<file path="src/booth_defines.svh">
`ifndef BOOTH_DEFINES_SVH
`define BOOTH_DEFINES_SVH

// ==============================
// operand sizing
// ==============================

`define BOOTH_WIDTH		8						// bits per operand, even, 4 or more.

// ==============================
// derived timing
// ==============================

`define BOOTH_ITER		(`BOOTH_WIDTH / 2)		// two multiplier bits per step.
`define BOOTH_LATENCY	(`BOOTH_WIDTH + 2)		// accepted start to done.

`endif
</file>
<file path="src/booth_pkg.sv">
`include "booth_defines.svh"

package booth_pkg;

	// ==============================
	// data types
	// ==============================

	typedef logic signed [`BOOTH_WIDTH-1:0]		operand_t;
	typedef logic signed [2*`BOOTH_WIDTH-1:0]	product_t;

	// ==============================
	// sequencer states
	// ==============================

	typedef enum logic [2:0] {
		IDLE	= 3'd0,		// waiting for start.
		LOAD	= 3'd1,		// counter cleared.
		OP		= 3'd2,		// add/subtract step.
		SHIFT	= 3'd3,		// pair moves right by two.
		DONE	= 3'd4		// product valid.
	} booth_state_e;

	// ==============================
	// booth operations
	// ==============================

	typedef enum logic [2:0] {
		OP_NONE		= 3'd0,		// 0.
		OP_ADD_M	= 3'd1,		// +M.
		OP_ADD_2M	= 3'd2,		// +2M.
		OP_SUB_M	= 3'd3,		// -M.
		OP_SUB_2M	= 3'd4		// -2M.
	} booth_op_e;

endpackage

</file>
<file path="src/booth_ctrl_if.sv">
`timescale 1ns/1ps

interface booth_ctrl_if
	import booth_pkg::*;
();

	// ==============================
	// sequencer to datapath
	// ==============================

	logic		load;		// capture operands, clear accumulator.
	logic		op_en;		// accumulator takes the add result.
	booth_op_e	op;			// selected booth operation.
	logic		shift;		// arithmetic shift right by two.

	// ==============================
	// datapath to sequencer
	// ==============================

	logic [2:0]	recode;		// {q1, q0, appended bit}.

	modport ctrl (
		output	load,
		output	op_en,
		output	op,
		output	shift,
		input	recode
	);

	modport dp (
		input	load,
		input	op_en,
		input	op,
		input	shift,
		output	recode
	);

endinterface

</file>
<file path="src/booth_mult_top.sv">
`timescale 1ns/1ps

module booth_mult_top
	import booth_pkg::*;
(
	input logic			CLOCK,
	input logic			RESET,
	input logic			start,		// one-cycle strobe.
	input operand_t		a,
	input operand_t		b,
	output product_t	product,
	output logic		done		// one-cycle strobe.
);

	// ==============================
	// control bundle
	// ==============================

	booth_ctrl_if ctl_if ();

	// ==============================
	// sequencer
	// ==============================

	booth_fsm fsm0 (
		.CLOCK	(CLOCK),
		.RESET	(RESET),
		.start	(start),
		.done	(done),
		.ctl	(ctl_if.ctrl)
	);

	// ==============================
	// datapath
	// ==============================

	booth_datapath dp0 (
		.CLOCK		(CLOCK),
		.RESET		(RESET),
		.a			(a),
		.b			(b),
		.product	(product),
		.dp			(ctl_if.dp)
	);

endmodule

</file>
<file path="src/booth_datapath.sv">
`timescale 1ns/1ps

`include "booth_defines.svh"

module booth_datapath
	import booth_pkg::*;
(
	input logic			CLOCK,
	input logic			RESET,
	input operand_t		a,
	input operand_t		b,
	output product_t	product,
	booth_ctrl_if.dp	dp
);

	localparam int	W	= `BOOTH_WIDTH;
	localparam int	AW	= `BOOTH_WIDTH + 2;		// room for +-2M.

	operand_t				m_reg;			// multiplicand.
	logic signed [AW-1:0]	acc;
	logic [W-1:0]			mplr;			// multiplier, shifted out low.
	logic					app_bit;		// bit appended below the multiplier.

	logic signed [AW-1:0]	m_ext;
	logic signed [AW-1:0]	m_dbl;
	logic signed [AW-1:0]	sum;
	logic signed [AW+W:0]	pair_sh;

	// ==============================
	// add/subtract unit
	// ==============================

	assign m_ext = {{2{m_reg[W-1]}}, m_reg};
	assign m_dbl = m_ext <<< 1;

	always_comb begin
		case (dp.op)
			OP_ADD_M: begin
				sum = acc + m_ext;
			end
			OP_ADD_2M: begin
				sum = acc + m_dbl;
			end
			OP_SUB_M: begin
				sum = acc - m_ext;
			end
			OP_SUB_2M: begin
				sum = acc - m_dbl;
			end
			default: begin
				sum = acc;
			end
		endcase
	end

	// whole pair moves right, sign taken from acc.
	assign pair_sh = $signed({acc, mplr, app_bit}) >>> 2;

	// ==============================
	// multiplicand register
	// ==============================

	always_ff @(posedge CLOCK) begin
		if (dp.load) begin
			m_reg <= a;
		end
	end

	// ==============================
	// accumulator
	// ==============================

	always_ff @(posedge CLOCK or negedge RESET) begin
		if (!RESET) begin
			acc <= '0;
		end else if (dp.load) begin
			acc <= '0;
		end else if (dp.op_en) begin
			acc <= sum;
		end else if (dp.shift) begin
			acc <= pair_sh[AW+W:W+1];
		end
	end

	// ==============================
	// multiplier and appended bit
	// ==============================

	always_ff @(posedge CLOCK or negedge RESET) begin
		if (!RESET) begin
			mplr	<= '0;
			app_bit	<= 1'b0;
		end else if (dp.load) begin
			mplr	<= b;
			app_bit	<= 1'b0;
		end else if (dp.shift) begin
			mplr	<= pair_sh[W:1];
			app_bit	<= pair_sh[0];
		end
	end

	// ==============================
	// outputs
	// ==============================

	assign dp.recode	= {mplr[1:0], app_bit};
	assign product		= {acc[W-1:0], mplr};		// appended bit dropped.

endmodule

</file>
<file path="src/booth_fsm.sv">
`timescale 1ns/1ps

`include "booth_defines.svh"

module booth_fsm
	import booth_pkg::*;
(
	input logic			CLOCK,
	input logic			RESET,
	input logic			start,
	output logic		done,
	booth_ctrl_if.ctrl	ctl
);

	localparam int				CNT_W		= $clog2(`BOOTH_ITER + 1);
	localparam logic [CNT_W-1:0]	LAST_ITER	= CNT_W'(`BOOTH_ITER - 1);

	booth_state_e		state;
	booth_state_e		state_nxt;
	logic [CNT_W-1:0]	iter_cnt;
	booth_op_e			win_op;

	// standard radix-4 table over {q1, q0, q-1}.
	function automatic booth_op_e recode_op(input logic [2:0] win);
		booth_op_e res;
		case (win)
			3'b001, 3'b010:	res = OP_ADD_M;
			3'b011:			res = OP_ADD_2M;
			3'b100:			res = OP_SUB_2M;
			3'b101, 3'b110:	res = OP_SUB_M;
			default:		res = OP_NONE;		// 000 and 111.
		endcase
		return res;
	endfunction

	assign win_op = recode_op(ctl.recode);

	// ==============================
	// state register
	// ==============================

	always_ff @(posedge CLOCK or negedge RESET) begin
		if (!RESET) begin
			state <= IDLE;
		end else begin
			state <= state_nxt;
		end
	end

	always_comb begin
		state_nxt = state;
		case (state)
			IDLE: begin
				if (start) begin
					state_nxt = LOAD;		// start outside IDLE is dropped.
				end
			end
			LOAD: begin
				state_nxt = OP;
			end
			OP: begin
				state_nxt = SHIFT;
			end
			SHIFT: begin
				if (iter_cnt == LAST_ITER) begin
					state_nxt = DONE;
				end else begin
					state_nxt = OP;
				end
			end
			DONE: begin
				state_nxt = IDLE;
			end
			default: begin
				state_nxt = IDLE;
			end
		endcase
	end

	// ==============================
	// iteration counter
	// ==============================

	always_ff @(posedge CLOCK or negedge RESET) begin
		if (!RESET) begin
			iter_cnt <= '0;
		end else if (state == LOAD) begin
			iter_cnt <= '0;
		end else if (state == SHIFT) begin
			iter_cnt <= iter_cnt + 1'b1;	// counts finished shifts.
		end
	end

	// ==============================
	// control outputs
	// ==============================

	always_comb begin
		ctl.load	= 1'b0;
		ctl.op_en	= 1'b0;
		ctl.op		= OP_NONE;
		ctl.shift	= 1'b0;
		done		= 1'b0;
		case (state)
			IDLE: begin
				ctl.load = start;		// operands taken at the accepting edge.
			end
			OP: begin
				ctl.op		= win_op;
				ctl.op_en	= (win_op != OP_NONE);
			end
			SHIFT: begin
				ctl.shift = 1'b1;
			end
			DONE: begin
				done = 1'b1;
			end
			default: ;
		endcase
	end

endmodule

</file>
<file path="config.mk">
export PLATFORM = sky130hd
export DESIGN_NAME = booth_mult_top
export DESIGN_NICKNAME = d
export VERILOG_FILES = /design/src/booth_pkg.sv /design/src/booth_ctrl_if.sv /design/src/booth_mult_top.sv /design/src/booth_datapath.sv /design/src/booth_fsm.sv
export VERILOG_INCLUDE_DIRS = /design/src /design/src/src
export SDC_FILE = /design/constraint.sdc
export NUM_CORES = 1
export LEC_CHECK = 0
export BUFFER_PORTS_ARGS = -buffer_cell sky130_fd_sc_hd__buf_2
export CELL_PAD_IN_SITES_DETAIL_PLACEMENT = 0
export CELL_PAD_IN_SITES_GLOBAL_PLACEMENT = 2
export CORE_AREA = 2 2 76 107
export DETAILED_ROUTE_END_ITERATION = 16
export DIE_AREA = 0 0 78 109
export PLACE_DENSITY_LB_ADDON = 0.1
export SETUP_SLACK_MARGIN = 0.5
export SYNTH_ARGS = -nofsm -noshare
export SYNTH_HDL_FRONTEND = slang
export SYNTH_SLANG_ARGS = --single-unit
</file>
<file path="constraint.sdc">
create_clock -name CLOCK -period 3.38 [get_ports CLOCK]
set_input_delay 0.338 -clock CLOCK [delete_from_list [all_inputs] [get_ports CLOCK]]
set_output_delay 0.338 -clock CLOCK [all_outputs]
set_load 0.01 [all_outputs]
</file>
Word level (Yosys, flattened, before mapping)
Index checks and enable logic that the tools add are counted.
Word-level totals
  register bits after elaboration: 33
  bits of input ports: 19
  output and inout port bits: 17
  logic and storage cells: 59
Operators by class
  $add $sub $neg: 5
  equality and inequality tests: 17
  mux-type cells: 19
  reduce and logical (&&, ||, !) cells: 11
Operator list (count)
  $pmux W10 S4: 1
  $pmux W3 S4: 2
  $eq A3 B2 Y1 const B: 7
  $mux W10: 2
  $mux W8: 2
  $eq A3 B3 Y1 const B: 5
  $mux W3: 5
  $add A10 B8 Y10: 1
  $add A10 B9 Y10: 1
  $sub A10 B8 Y10: 1
  $sub A10 B9 Y10: 1
  $eq A3 B1 Y1 const B: 3
  $mux W9: 1
  $mux W1: 6
  $ne A6 B2 Y1 const B: 1
  $reduce_bool A2 Y1: 3
  $reduce_bool A3 Y1: 2
  $reduce_bool A5 Y1: 1
  $reduce_and A2 Y1: 2
  $reduce_or A2 Y1: 2
  $add A3 B1 Y3 const B: 1
  $logic_not A3 Y1: 1
  $ne A2 B2 Y1 const B: 1

Longest topological paths before layout
  depth in word-level cells: 8
  depth in mapped cells: 14
  mapped depth without buffers: 13

Modules after synthesis
From an unflattened synthesis, not the netlist that was laid out.
Unflattened totals
  cell total of the unflattened synthesis: 300
  area, all modules: 2760.1 um^2
By module, submodules not included
  booth_datapath: instances 1, cells each 264, area an instance 2364.8 um^2, seq. area each 715.7 um^2
  booth_fsm: instances 1, cells each 36, area an instance 395.4 um^2, seq. area each 150.1 um^2

Least setup slack after synthesis
No wires, ideal clock.
  path kind: register -> register
  from: register fsm0.state[0]
  to: register dp0.acc[9]
  library setup time: 0.064 ns
  data arrival time: 2.809 ns
  required time: 3.316 ns
  slack: 0.508 ns
  stages on the path, launching flop included: 13
  buffers on the path: 1
  period minus slack after synthesis: 2.872 ns
  path through: dfrtp_1 > and4bb_1 > and2_4 > buf_6 > mux2i_1 > ha_1 > nor2b_1 > o31a_1 > o41ai_1 > o211ai_1 > xnor2_1 > a211oi_1 > a21o_1
On the way
  longest elaborated chain between the ends: 6
  elaborated cells between the ends (all ways): 15
  classes of those cells: eq/ne: 5; mux: 6; reduce/logical: 4
Ends and longest elaborated chain
  from (decl): RTL line booth_fsm.sv:18  | booth_state_e state;
  from (signal assigned): RTL line booth_fsm.sv:46  | state <= state_nxt;
  $eq A3 B2 Y1: RTL line booth_fsm.sv:104  | case (state)
  $mux W3: RTL line booth_fsm.sv:104
  $eq A3 B3 Y1, or another cell as far along: RTL line booth_datapath.sv:37  | case (dp.op)
  $pmux W10 S4: RTL line booth_datapath.sv:37
  $mux W10: RTL line booth_datapath.sv:78  | end else if (dp.op_en) begin
  $mux W10: RTL line booth_datapath.sv:76  | end else if (dp.load) begin
  to (signal assigned): RTL line booth_datapath.sv:79  | acc <= sum;
  to (signal assigned): RTL line booth_datapath.sv:81  | acc <= pair_sh[AW+W:W+1];
  to (decl): RTL line booth_datapath.sv:20  | logic signed [AW-1:0] acc;
Parallel ways exist; a longest one is shown, timed or not. The select of a mux whose other input is x is not followed.
A chain may end at the register's enable or synchronous reset.

Worst setup path in the final report
Same ends and word-level chain as after synthesis.

==> metrics.cfg <==
[sta]
rsz0062_at_grt = yes
finClkSkew_ns = 0.0102
worst_pin_slew_ns = 0.640
slew_viol_final = 0
worst_slew_margin_rel_pct = 57.3
fin_tns_setup_ns = 0
report.final.setup_viol = 0
final_min_period_over_clock_period_pct = 84.3
hold_violations = 0
fin_crit_ns = 2.85
achievable-frequency_ghz = 0.351

[routing]
vias_per_cell = 5.03
dr_drc_count = 0
number_of_detailed_routing_iterations_run_before_antenna_repair = 4
num_vias = 2185
drt.antenna.violating_nets = 0
drt_first_iter_violations = 58
routed_wirelength_mm = 7.15
drt-wirelength-per-cell_um = 16.5

[logic_synthesis]
synth-main-ff-cell = sky130_fd_sc_hd__dfrtp_1
postSynthCellCount = 292
synthesis.area_mm2 = 0.00258
post-synth-top-area-cell = sky130_fd_sc_hd__dfrtp_1
postSynthAreaPerCell_um2 = 8.82
async_flop_share_pct = 75.8
synth_cell_type_count = 52
synth_enable_flop_cells = 8
yosys_warnings = 0
ys_ff_latch = 33
ys_seq_area_share_pct = 33.6
syn-num-nets = 333
synth_largest_type_area_fraction_pct = 24.3
synth.area.top_cells = sky130_fd_sc_hd__dfrtp_1, sky130_fd_sc_hd__ha_1, sky130_fd_sc_hd__edfxtp_1

[global_routing]
first_global_vias = 2199
overflow = 0
grt_start_max_net_pins = 26
grt_util_all_layers_pct = 17.7
number_of_antenna_violations_at_the_first_check_in_global_routing = 0
grt_first_pass_wirelength_mm = 11.3

[cts]
cts_num_sinks = 33
cts_root_buffer = sky130_fd_sc_hd__clkbuf_8
tritoncts = yes
clkTransAtPathRegs_ns = 0.09
numCtsBuffers = 5
clk_path_buf_depth = 2
insertion_delay_ns = 0.30
cts.htree.levels = 2

[layout]
layout.nets = 374
final.fill_count = 792
final_area_mm2 = 0.00314
drive_above_1_share_pct = 26.9
layout.cells.most_common = sky130_fd_sc_hd__nand2_1
most_used_cells_in_the_layout_excluding_fill_and_tap_cells = sky130_fd_sc_hd__nand2_1, sky130_fd_sc_hd__buf_2, sky130_fd_sc_hd__nor2_1
antenna_cells_inserted = 0
largest_register_ff_count = 10
sequential_cell_area_um2 = 870
syn_to_final_growth_pct = 21.8
multi_input_comb_area_mm2 = 0.00168

[setup_path]
critPathRequiredTime_ns = 3.57
cp_data_arrival_time_ns = 3.04
endpoint_kind = flip-flop
critPathMaxStageDelay_ns = 0.44
path_max_fanout = 4
category_of_the_worst_setup_path_launch_point = flip-flop
r2r_start = fsm0.state[0]$_DFFE_PN0P_
timing.rr.end = dp0.acc[9]$_DFFE_PN0P_
r2r_setup_slack_ns = 0.53
worst-r2r-cell-count = 11
worst_path_max_delay_cell = sky130_fd_sc_hd__dfrtp_2
worstPathCellList = and4bb_1 -> and2_4 -> mux2i_4 -> ha_1 -> nor2b_4 -> o31a_1 -> o41ai_4 -> o211ai_1 -> xnor2_1 -> a211oi_1 -> a21o_1
worst-setup-path-type = reg -> reg

[pwr]
static_leak_nw = 1.39
power.internal_mw = 1.82
vdd_drop_max_mv = 0.569
swShare_pct = 46.4
pwr-share-comb_pct = 66.0
portion_of_total_power_attributed_to_sequential_cells_pct = 22.3
cellPowerDensity_mw_per_mm2 = 1080
clockPowerShare_pct = 11.7
total_switching_power_mw = 1.58

[run]
max-cap-violations = 0

[floorplan]
floorplan.die.width_um = 78
fp.dieArea_mm2 = 0.00850
rows = 38
design.core.area_mm2 = 0.00761
io-pin-count = 36
start_util_pct = 33.9
die_h_um = 109

[place]
detailed_place.area_mm2 = 0.00282
dpl.hpwl_mm = 5.14
gp_congestion = 0.722
port-buffer-count = 35

[status]
outcome = completed

[worst_hold_path]
class_of_the_tightest_hold_or_removal_check = in -> async

==> stage by stage <==
step                      utilization [%]  worst slack (ns)  hold WS [ns]  cells  power, mW
after floorplan                         -             0.508        0.0424    292       2.32
after global placement               37.1             0.128         0.408    416       2.81
after detailed placement             37.1            0.0665         0.406    416       2.81
after CTS                            40.1             0.478        0.0737    430       3.32
after global routing                 41.3             0.362        0.0935    434       3.71
final                                41.3             0.529        0.0539    434       3.40
==> timing repair <==
action / 4_1_cts / 5_1_grt
pin swaps: 5 / 5
endpoints found under the setup margin: 4 / 5
hold buffers: 0 / 0
buffers inserted: 6 / 4
resized for setup: 14 / 15
==> critical path: cells and delay by family, from the launching register on <==
kind / cells / cell delay [ns]
xor+xnor: 1 / 0.17
compound gates: 5 / 1.02
mux: 1 / 0.25
fa+ha+maj: 1 / 0.26
flops: 1 / 0.44
simple gates: 3 / 0.61
==> synth_stat cells, drive strengths merged, types with 5 or more instances <==
master	n
nor2	28
xor2	7
ha	20
clkbuf	5
a31oi	10
dfrtp	25
mux2i	5
nand3	8
a211oi	7
inv	11
edfxtp	8
nand2	37
xnor2	20
nor3b	5
a21o	5
o21ai	13
buf	14
a21oi	12
nand2b	6
==> worst max path at each step <==
stage | startpoint | end
6_report | fsm0.state[0]$_DFFE_PN0P_ | dp0.acc[9]$_DFFE_PN0P_
5_1_grt | dp0.m_reg[1]$_DFFE_PP_ | dp0.acc[9]$_DFFE_PN0P_
4_1_cts | fsm0.state[0]$_DFFE_PN0P_ | dp0.acc[9]$_DFFE_PN0P_
3_5_place_dp | fsm0.state[0]$_DFFE_PN0P_ | dp0.acc[9]$_DFFE_PN0P_
3_3_place_gp | fsm0.state[0]$_DFFE_PN0P_ | dp0.acc[9]$_DFFE_PN0P_
2_1_floorplan | fsm0.state[0]$_DFFE_PN0P_ | dp0.acc[9]$_DFFE_PN0P_
==> cells by family after synthesis <==
kind of cell               count (synthesis)  synth area share, %
muxes                                      6                 2.38
DFF                                       33                 33.6
buffers and inverters                     30                 6.02
adders and majority gates                 22                 11.3
and+or+nand+nor                          107                 20.4
AOI/OAI and AO/OA                         67                 17.2
xor gates and xnor gates                  27                 9.18
==> metal layers <==
layer	global-route usage, %	vias to the layer above	share of wire [%]
met5	0	-	0
met1	20.6	1034	43
met2	32.7	38	54
met3	2.81	10	2.2
met4	5.89	0	1.5
li1	-	1103	-
==> power groups by stage <==
stage	Combinational [mW]	Sequential [mW]	Clock, mW
detailed placement	2.04	0.763	0
finish	2.24	0.758	0.398
floorplan	1.59	0.727	0
CTS	2.15	0.758	0.413
global placement	2.04	0.764	0
global route	2.49	0.789	0.429
==> final cells by class <==
type                    instances  share of cell area, %
well taps                     100                   3.99
clock buffers                   5                   2.19
repair buffers                 53                   9.89
clock inverters                 3                   1.48
inverters                      11                   1.32
flip-flops and latches         33                   27.7
multi-input cells             229                   53.4
Power figures use the tool's default switching activity.
